File: src/rv_defs.svh
`ifndef RV_DEFS_SVH
`define RV_DEFS_SVH

// alu op codes seen by the memory stage
`define ALU_OP_WIDTH    4
`define ALU_ADD         4'd0
`define ALU_CSRRS       4'd11
`define ALU_CSRRW       4'd12
`define ALU_ECALL       4'd13
`define ALU_MRET        4'd14

// load flags, zero means no load
`define LD_W            3'd1
`define LD_D            3'd2
`define LD_B            3'd4
`define LD_H            3'd6

// result extension codes
`define EXP_NONE        4'd0
`define EXP_SW          4'd1
`define EXP_ZW          4'd2
`define EXP_SH          4'd3

// machine mode csr addresses
`define CSR_MSTATUS     12'd768
`define CSR_MIE         12'd772
`define CSR_MTVEC       12'd773
`define CSR_MEPC        12'd833
`define CSR_MCAUSE      12'd834

// clint mmio map
`define CLINT_MTIMECMP  64'h0000_0000_0200_4000
`define CLINT_MTIME     64'h0000_0000_0200_BFF8

// bus requester ids
`define BUS_ID_FETCH    4'd1
`define BUS_ID_LSU      4'd2

`define MSTATUS_RESET   64'h0000_0000_A000_1800

`endif

File: src/rv_pkg.sv
package rv_pkg;

    // returned load word, read whole or by lane
    typedef union packed {
        logic [63:0]      d;
        logic [1:0][31:0] w;
        logic [3:0][15:0] h;
        logic [7:0][7:0]  b;
    } ld_data_u;

    // load sequencing states
    typedef enum logic [2:0] {
        IDLE = 3'd0,
        MEM  = 3'd1,
        MMIO = 3'd2,
        EN   = 3'd3,
        FN   = 3'd4
    } lsu_state_e;

endpackage

File: src/mem_bus_if.sv
`timescale 1ns/10ps

interface mem_bus_if;

    // request side, req is a single cycle strobe
    logic        req;
    logic [63:0] addr;
    logic [3:0]  id;

    // response side, done pulses once with rdata valid
    logic [63:0] rdata;
    logic        done;

    modport requester (
        output req,
        output addr,
        output id,
        input  rdata,
        input  done
    );

    modport arbiter (
        input  req,
        input  addr,
        input  id,
        output rdata,
        output done
    );

endinterface

File: src/mem_clint.sv
`timescale 1ns/10ps
`include "rv_defs.svh"

module mem_clint (
    input  logic        clk,
    input  logic        rst_n,
    input  logic        mmio_rd,
    input  logic [63:0] addr,
    input  logic [63:0] mtimecmp,
    input  logic        irq_enable,
    output logic [63:0] rdata,
    output logic        timer_irq
);

    logic [63:0] mtime;

    // free running, one tick per clock
    always_ff @(posedge clk or negedge rst_n) begin
        if (!rst_n) begin
            mtime <= 64'd0;
        end else begin
            mtime <= mtime + 64'd1;
        end
    end

    // mmio read mux, unmapped addresses read as zero
    always_comb begin
        rdata = 64'd0;
        if (mmio_rd) begin
            case (addr)
                `CLINT_MTIME:    rdata = mtime;
                `CLINT_MTIMECMP: rdata = mtimecmp;
                default:         rdata = 64'd0;
            endcase
        end
    end

    // level interrupt, drops once the core clears MIE on trap entry
    assign timer_irq = irq_enable && (mtime >= mtimecmp);

endmodule

File: src/mem_stage.sv
`timescale 1ns/10ps
`include "rv_defs.svh"

module mem_stage
    import rv_pkg::*;
(
    input  logic                     clk,
    input  logic                     rst_n,
    input  logic [63:0]              pc,
    input  logic [2:0]               rd_buf_flag,
    input  logic [`ALU_OP_WIDTH-1:0] alu_op,
    input  logic [63:0]              alu_src1,
    input  logic [63:0]              alu_src2,
    input  logic [63:0]              ex_result,
    input  logic [3:0]               expand,
    input  logic [11:0]              csr_addr,
    input  logic [63:0]              mtimecmp,
    output logic [63:0]              wb_result,
    output logic                     res_valid,
    output logic [63:0]              mepc,
    output logic [63:0]              mcause,
    output logic [63:0]              mtvec,
    output logic [63:0]              mstatus,
    output logic [63:0]              mie,
    output logic                     timer_irq,
    mem_bus_if.requester             bus
);

    lsu_state_e  state_q;
    lsu_state_e  state_d;
    logic [63:0] ea;
    logic        is_load;
    logic        is_mmio;
    logic [63:0] addr_q;
    logic [2:0]  flag_q;
    logic [3:0]  exp_q;
    ld_data_u    ld_q;
    logic [63:0] clint_rdata;
    logic [63:0] lane_res;
    logic [63:0] ext_res;
    logic        irq_en;
    logic        csr_we;
    logic [63:0] csr_wdata;

    assign ea      = alu_src1 + alu_src2;
    assign is_load = rd_buf_flag inside {`LD_W, `LD_D, `LD_B, `LD_H};
    assign is_mmio = (ea == `CLINT_MTIMECMP) || (ea == `CLINT_MTIME);

    always_comb begin
        state_d = state_q;
        case (state_q)
            IDLE: begin
                if (is_load) begin
                    state_d = is_mmio ? MMIO : MEM;
                end
            end
            MEM:     state_d = EN;
            EN:      state_d = bus.done ? FN : EN;
            MMIO:    state_d = FN;
            FN:      state_d = IDLE;
            default: state_d = IDLE;
        endcase
    end

    always_ff @(posedge clk or negedge rst_n) begin
        if (!rst_n) begin
            state_q <= IDLE;
        end else begin
            state_q <= state_d;
        end
    end

    // load context is sampled while idle and held to the end of the access
    always_ff @(posedge clk) begin
        if (state_q == IDLE) begin
            addr_q <= ea;
            flag_q <= rd_buf_flag;
            exp_q  <= expand;
        end
        if (state_q == MMIO) begin
            ld_q.d <= clint_rdata;
        end else if (state_q == EN && bus.done) begin
            ld_q.d <= bus.rdata;
        end
    end

    // lane pick by byte offset, little endian
    always_comb begin
        case (flag_q)
            `LD_W:   lane_res = {32'd0, ld_q.w[addr_q[2]]};
            `LD_H:   lane_res = {48'd0, ld_q.h[addr_q[2:1]]};
            `LD_B:   lane_res = {56'd0, ld_q.b[addr_q[2:0]]};
            default: lane_res = ld_q.d;
        endcase
    end

    always_comb begin
        ext_res = lane_res;
        case (exp_q)
            `EXP_SW: ext_res = {{32{lane_res[31]}}, lane_res[31:0]};
            `EXP_ZW: ext_res = {32'd0, lane_res[31:0]};
            `EXP_SH: ext_res = {{48{lane_res[15]}}, lane_res[15:0]};
            default: ;
        endcase
    end

    assign wb_result = (state_q == FN) ? ext_res : ex_result;
    assign res_valid = (state_q == FN);

    assign bus.req  = (state_q == MEM);
    assign bus.addr = addr_q;
    assign bus.id   = `BUS_ID_LSU;

    // global MIE and MTIE together enable the timer
    assign irq_en = mstatus[3] & mie[7];

    mem_clint i_mem_clint (
        .clk        (clk),
        .rst_n      (rst_n),
        .mmio_rd    (state_q == MMIO),
        .addr       (addr_q),
        .mtimecmp   (mtimecmp),
        .irq_enable (irq_en),
        .rdata      (clint_rdata),
        .timer_irq  (timer_irq)
    );

    // alu_src1 carries the csr's current value for csrrs
    assign csr_we    = (alu_op == `ALU_CSRRW) || (alu_op == `ALU_CSRRS);
    assign csr_wdata = (alu_op == `ALU_CSRRS) ? (alu_src1 | alu_src2) : alu_src1;

    always_ff @(posedge clk or negedge rst_n) begin
        if (!rst_n) begin
            mepc    <= 64'd0;
            mcause  <= 64'd0;
            mtvec   <= 64'd0;
            mstatus <= `MSTATUS_RESET;
            mie     <= 64'd0;
        end else if (timer_irq) begin
            mepc       <= pc;
            mcause     <= 64'h8000_0000_0000_0007;
            mstatus[7] <= mstatus[3];
            mstatus[3] <= 1'b0;
        end else if (csr_we) begin
            case (csr_addr)
                `CSR_MEPC:    mepc    <= csr_wdata;
                `CSR_MCAUSE:  mcause  <= csr_wdata;
                `CSR_MTVEC:   mtvec   <= csr_wdata;
                `CSR_MSTATUS: mstatus <= csr_wdata;
                `CSR_MIE:     mie     <= csr_wdata;
                default: ;
            endcase
        end else begin
            case (alu_op)
                `ALU_ECALL: begin
                    mepc       <= pc;
                    mcause     <= 64'd11;
                    mstatus[7] <= mstatus[3];
                    mstatus[3] <= 1'b0;
                end
                `ALU_MRET: begin
                    mstatus[3] <= mstatus[7];
                    mstatus[7] <= 1'b1;
                end
                // plain address add, no csr effect
                `ALU_ADD: ;
                default: ;
            endcase
        end
    end

endmodule

File: src/fetch_port.sv
`timescale 1ns/10ps
`include "rv_defs.svh"

module fetch_port (
    input  logic         clk,
    input  logic         rst_n,
    input  logic         fetch_valid,
    input  logic [63:0]  fetch_pc,
    output logic [31:0]  instr,
    output logic         instr_valid,
    mem_bus_if.requester bus
);

    logic        busy_q;
    logic        req_q;
    logic [63:0] pc_q;
    logic        hi_q;
    logic        accept;

    // new strobes are dropped while a fetch is pending
    assign accept = fetch_valid && !busy_q;

    always_ff @(posedge clk or negedge rst_n) begin
        if (!rst_n) begin
            busy_q      <= 1'b0;
            req_q       <= 1'b0;
            instr_valid <= 1'b0;
        end else begin
            req_q       <= accept;
            instr_valid <= bus.done;
            if (accept) begin
                busy_q <= 1'b1;
            end else if (bus.done) begin
                busy_q <= 1'b0;
            end
        end
    end

    always_ff @(posedge clk) begin
        if (accept) begin
            pc_q <= {fetch_pc[63:3], 3'b000};
            hi_q <= fetch_pc[2];
        end
        if (bus.done) begin
            instr <= hi_q ? bus.rdata[63:32] : bus.rdata[31:0];
        end
    end

    assign bus.req  = req_q;
    assign bus.addr = pc_q;
    assign bus.id   = `BUS_ID_FETCH;

endmodule

File: src/bus_arbiter.sv
`timescale 1ns/10ps
`include "rv_defs.svh"

module bus_arbiter (
    input  logic        clk,
    input  logic        rst_n,
    mem_bus_if.arbiter  lsu,
    mem_bus_if.arbiter  ifu,
    output logic        bus_req,
    output logic [63:0] bus_addr,
    output logic [3:0]  bus_id,
    input  logic [63:0] bus_rdata,
    input  logic        bus_done,
    input  logic [3:0]  bus_ret_id
);

    logic pend_lsu_q;
    logic pend_ifu_q;
    logic busy_q;
    logic want_lsu;
    logic want_ifu;
    logic grant_lsu;
    logic grant_ifu;
    logic resp_hit;

    // a strobe in the current cycle counts as pending already
    assign want_lsu  = pend_lsu_q | lsu.req;
    assign want_ifu  = pend_ifu_q | ifu.req;
    assign grant_lsu = !busy_q && want_lsu;
    assign grant_ifu = !busy_q && !want_lsu && want_ifu;

    // only the response tagged with the owner's id closes the transaction
    assign resp_hit = busy_q && bus_done && (bus_ret_id == bus_id);

    always_ff @(posedge clk or negedge rst_n) begin
        if (!rst_n) begin
            pend_lsu_q <= 1'b0;
            pend_ifu_q <= 1'b0;
            busy_q     <= 1'b0;
            bus_req    <= 1'b0;
            bus_id     <= 4'd0;
        end else begin
            pend_lsu_q <= want_lsu && !grant_lsu;
            pend_ifu_q <= want_ifu && !grant_ifu;
            bus_req    <= grant_lsu || grant_ifu;
            if (grant_lsu || grant_ifu) begin
                busy_q <= 1'b1;
                bus_id <= grant_lsu ? lsu.id : ifu.id;
            end else if (resp_hit) begin
                busy_q <= 1'b0;
            end
        end
    end

    // address is held by the register until the response comes back
    always_ff @(posedge clk) begin
        if (grant_lsu) begin
            bus_addr <= lsu.addr;
        end else if (grant_ifu) begin
            bus_addr <= ifu.addr;
        end
    end

    assign lsu.rdata = bus_rdata;
    assign ifu.rdata = bus_rdata;
    assign lsu.done  = resp_hit && (bus_id == `BUS_ID_LSU);
    assign ifu.done  = resp_hit && (bus_id == `BUS_ID_FETCH);

endmodule

File: src/core_mem_top.sv
`timescale 1ns/10ps
`include "rv_defs.svh"

module core_mem_top (
    input  logic                     clk,
    input  logic                     rst_n,
    input  logic [63:0]              pc,
    input  logic [2:0]               rd_buf_flag,
    input  logic [`ALU_OP_WIDTH-1:0] alu_op,
    input  logic [63:0]              alu_src1,
    input  logic [63:0]              alu_src2,
    input  logic [63:0]              ex_result,
    input  logic [3:0]               expand,
    input  logic [11:0]              csr_addr,
    input  logic [63:0]              mtimecmp,
    output logic [63:0]              wb_result,
    output logic                     res_valid,
    output logic [63:0]              mepc,
    output logic [63:0]              mcause,
    output logic [63:0]              mtvec,
    output logic [63:0]              mstatus,
    output logic [63:0]              mie,
    output logic                     timer_irq,
    input  logic                     fetch_valid,
    input  logic [63:0]              fetch_pc,
    output logic [31:0]              instr,
    output logic                     instr_valid,
    output logic                     bus_req,
    output logic [63:0]              bus_addr,
    output logic [3:0]               bus_id,
    input  logic [63:0]              bus_rdata,
    input  logic                     bus_done,
    input  logic [3:0]               bus_ret_id
);

    mem_bus_if lsu_bus ();
    mem_bus_if ifu_bus ();

    mem_stage i_mem_stage (
        .clk         (clk),
        .rst_n       (rst_n),
        .pc          (pc),
        .rd_buf_flag (rd_buf_flag),
        .alu_op      (alu_op),
        .alu_src1    (alu_src1),
        .alu_src2    (alu_src2),
        .ex_result   (ex_result),
        .expand      (expand),
        .csr_addr    (csr_addr),
        .mtimecmp    (mtimecmp),
        .wb_result   (wb_result),
        .res_valid   (res_valid),
        .mepc        (mepc),
        .mcause      (mcause),
        .mtvec       (mtvec),
        .mstatus     (mstatus),
        .mie         (mie),
        .timer_irq   (timer_irq),
        .bus         (lsu_bus)
    );

    fetch_port i_fetch_port (
        .clk         (clk),
        .rst_n       (rst_n),
        .fetch_valid (fetch_valid),
        .fetch_pc    (fetch_pc),
        .instr       (instr),
        .instr_valid (instr_valid),
        .bus         (ifu_bus)
    );

    // load port and fetch share the external bus
    bus_arbiter i_bus_arbiter (
        .clk        (clk),
        .rst_n      (rst_n),
        .lsu        (lsu_bus),
        .ifu        (ifu_bus),
        .bus_req    (bus_req),
        .bus_addr   (bus_addr),
        .bus_id     (bus_id),
        .bus_rdata  (bus_rdata),
        .bus_done   (bus_done),
        .bus_ret_id (bus_ret_id)
    );

endmodule

File: config.mk
export PLATFORM = sky130hd
export DESIGN_NAME = core_mem_top
export DESIGN_NICKNAME = d
export VERILOG_FILES = /design/src/rv_pkg.sv /design/src/mem_bus_if.sv /design/src/mem_clint.sv /design/src/mem_stage.sv /design/src/fetch_port.sv /design/src/bus_arbiter.sv /design/src/core_mem_top.sv
export VERILOG_INCLUDE_DIRS = /design/src
export SDC_FILE = /design/constraint.sdc
export NUM_CORES = 2
export LEC_CHECK = 0
export BUFFER_PORTS_ARGS = -buffer_cell sky130_fd_sc_hd__buf_4
export CORE_AREA = 2 2 379 381
export CTS_CLUSTER_DIAMETER = 80
export DETAILED_ROUTE_END_ITERATION = 7
export DIE_AREA = 0 0 381 383
export PLACE_DENSITY = 0.54
export SKIP_CTS_REPAIR_TIMING = 1
export SLEW_MARGIN = 20
export SYNTH_ARGS = -nofsm -noshare
export SYNTH_HDL_FRONTEND = slang
export SYNTH_HIERARCHICAL = 1
export SYNTH_SLANG_ARGS = --single-unit
export TNS_END_PERCENT = 30
File: constraint.sdc
create_clock -name clk -period 8.63 [get_ports clk]
set_input_delay 1.726 -clock clk [delete_from_list [all_inputs] [get_ports clk]]
set_output_delay 1.726 -clock clk [all_outputs]
set_load 0.02 [all_outputs]
==> impl_metrics.yaml <==
setup_path:
  cp-end-kind: "output pin"
  ff2ff_setup_slack_ns: 3.47
  critical_path_required_ns: 6.90
  arrival_ns: 4.24
  rr_worst_depth: 15
  critPathKind: "flip-flop to output pin"
  cp-start-kind: "flip-flop"
  path_max_fanout: 43
layout:
  fillCellCount: 14479
  area_growth_pct: 28.3
  finish.utilization_pct: 36.0
  nets: 5433
  drive_above_1_share_pct: 30.2
timing:
  finalSetupViolCount: 0
  relSlewSlack_pct: 23.1
  post-route-period-util_pct: 69.2
  max_freq_mhz: 167
  whs_ns: 0.483
  slew_violations: 0
  final_hold_viol_count: 0
  setup_tns_ns: 0
  skew_ns: 0.0590
  fin_crit_ns: 5.97
  worstMarginPinSlew_ns: 1.15
  rsz0062_at_grt: "false"
logic_synthesis:
  ys_warn_count: 6
  synthFlopType: "dfrtp_1"
  synth_fa_ha_area_share_pct: 6.07
  ys_seq_elements: 691
  yosys.area.top_type: "dfrtp_1"
  synth-edff-count: 293
  synth_compound_area_share_pct: 14.8
  muxShareOfSynthArea_pct: 8.62
  ys_types: 101
  synth-xor-area-share_pct: 2.24
  synth_top_area_share_pct: 24.7
  avgSynthCellArea_um2: 9.94
  async_reset_ff_share_pct: 57.6
  syn_inst: 4014
  syn_area_um2: 39900
  yosysSeqAreaShare_pct: 47.0
  synth_top_family_by_area: "compound AO/OA/AOI/OAI gates"
  ys_top_cells_by_area: "dfrtp_1 25%, edfxtp_1 22%, ha_1 6.0%, a21oi_1 5.1%, mux2_2 4.0%"
  synthSimpleGateAreaFrac_pct: 13.9
place:
  globalplace.congestion: 0.952
  port_buffers: 964
  dp_hpwl_um: 144000
clock_network:
  clkTransAtPathRegs_ns: 0.06
  clockRootBuffer: "clkbuf_16"
  cts_inserted_buffers: 88
  cts_max_level: 3
  clockBufferDepth: 3
  worstSkewPairLatency_ns: 0.73
  cts_tree: "yes"
  cts_sinks: 691
route:
  ant_nets: 0
  first_pass_iters: 7
  vias: 33834
  wl_per_cell_um: 26.3
  drc: 0
  drt_iter0_drc: 2463
  via_per_inst: 4.99
  wirelength_um: 179000
global_routing:
  grt_pass1_vias: 33195
  track_usage_pct: 23.6
  grt_pass1_wl_um: 248000
  grt_max_degree: 152
  grt.overflow.total: 0
  grt_antenna_before_repair: 62
floorplanning:
  io_pins: 967
  die_area_um2: 146000
  core_um2: 142000
  initial_core_util_pct: 28.0
  die_h_um: 383
  die-width_um: 381
  rows: 139
hold_path:
  hp-class: "flip-flop to flip-flop"
  worstHoldPathCells: 2
power_and_ir_drop:
  power.density_nw_per_um2: 221
  p_leak_uw: 0.0233
  power_uw: 11300
  ir_drop_mv: 0.176
job:
  maxCapViolCount: 0
run_status:
  outcome: "finished, final reports clean"
==> final cells by class <==
cell class / count / area, µm² / share of cell area (%)
Sequential cell: 691 / 18800 / 36.7
Timing Repair Buffer: 1010 / 7610 / 14.9
Clock inverter: 45 / 641 / 1.25
Antenna cell: 41 / 103 / 0.200
Clock buffer: 119 / 2440 / 4.76
Tap cell: 1903 / 2380 / 4.65
Inverter: 228 / 856 / 1.67
Multi-Input combinational cell: 2742 / 18400 / 35.9
==> logic make-up (layout without fill, tap and decap cells) <==
| logic type | count (synthesis) | after routing |
|---|---|---|
| DFF | 691 | 691 |
| buffers and inverters | 588 | 1402 |
| AOI/OAI and AO/OA | 999 | 999 |
| adders and majority gates | 193 | 193 |
| xor gates and xnor gates | 102 | 102 |
| other | 4 | 52 |
| muxes | 266 | 266 |
| and+or+nand+nor | 1171 | 1171 |
==> where the power goes <==
part | switching, µW | leakage, µW | total [µW] | internal [µW]
combinational | 1810 | 0.0137 | 3000 | 1190
sequential | 410 | 0.00808 | 4390 | 3970
clock | 1640 | 0.00150 | 3930 | 2290
==> cells in the final DEF, fill, tap and decap left out, drive strengths merged, types with 10 or more instances in the layout <==
cell	n
mux2i	24
a21o	21
nor2	355
nor2b	82
ha	192
mux2	230
nor4	37
a221oi	19
a21oi	404
conb	11
and4	22
nand3	59
edfxtp	293
or3	14
dfrtp	394
xor2	37
and3	29
inv	238
diode	41
a221o	18
clkbuf	120
and2	24
xnor2	65
nor3	46
o21ai	317
a211oi	28
a22o	16
o21a	17
clkinv	23
nand2b	10
mux4	12
buf	1009
nand4	56
a22oi	68
nand2	403
o211ai	10
==> through the flow <==
step                      std cells  area, µm²  worst slack, ns
after floorplan                4021      39900             2.37
after CTS                      6737      51100             2.65
after global routing           6770      51200             2.47
after detailed placement       6573      48000             2.04
final                          6779      51200             2.66
after global placement         6573      48000             2.04
==> final timing paths <==
| kind | startpoint | end |
|---|---|---|
| worst max-delay path | i_mem_stage/flag_q[2] | wb_result[51] |
| max in group asynchronous | rst_n | i_mem_stage/mstatus[46] |
| min in group asynchronous | rst_n | i_mem_stage/mstatus[4] |
| worst max register to register | i_mem_stage/i_mem_clint/mtime[51] | i_mem_stage/mie[55] |
| worst min register to register | i_mem_stage/mepc[36] | i_mem_stage/mepc[36] |
| worst min-delay path | i_mem_stage/mepc[36] | i_mem_stage/mepc[36] |
==> critical path, cell delays in order (launching register included) <==
cell and delay [ns]:
edfxtp_1 0.32, buf_4 0.37, inv_1 0.14, nor2_1 0.29, nand2_1 0.09, nor2_1 0.11
o21a_1 0.48, a221oi_1 0.18, buf_4 0.21, a211oi_4 0.22, buf_4 0.37, a21oi_1 0.06
o21ai_0 0.47, buf_4 0.24
==> per-layer routing <==
metal	track usage [%]	wire, µm
met1	26.3	67100
met2	40.9	88400
met3	7.50	14700
met4	10.9	8080
met5	0	210
==> cell usage after synthesis, drive strengths merged (5+ instances only) <==
library cell and number:
nor2b 82, or3 14, buf 191, or4 7, o211a 5, nand4 56
o21a 17, o31ai 9, or2 8, mux2 230, a21oi 404, a31oi 6
and3 29, xor2 37, a22oi 68, nand3 59, mux4 12, a211oi 28
clkbuf 169, a22o 16, mux2i 24, a311oi 6, a221oi 19, a221o 18
ha 192, nor2 355, inv 227, xnor2 65, o211ai 10, nor3 46
a21o 21, o21ai 317, a2111oi 6, nor4 37, o21bai 8, dfrtp 394
and4 22, a21boi 5, nand2 403, edfxtp 293, and2 24, nand2b 10
Note: power is estimated with default switching activity, not from simulation.
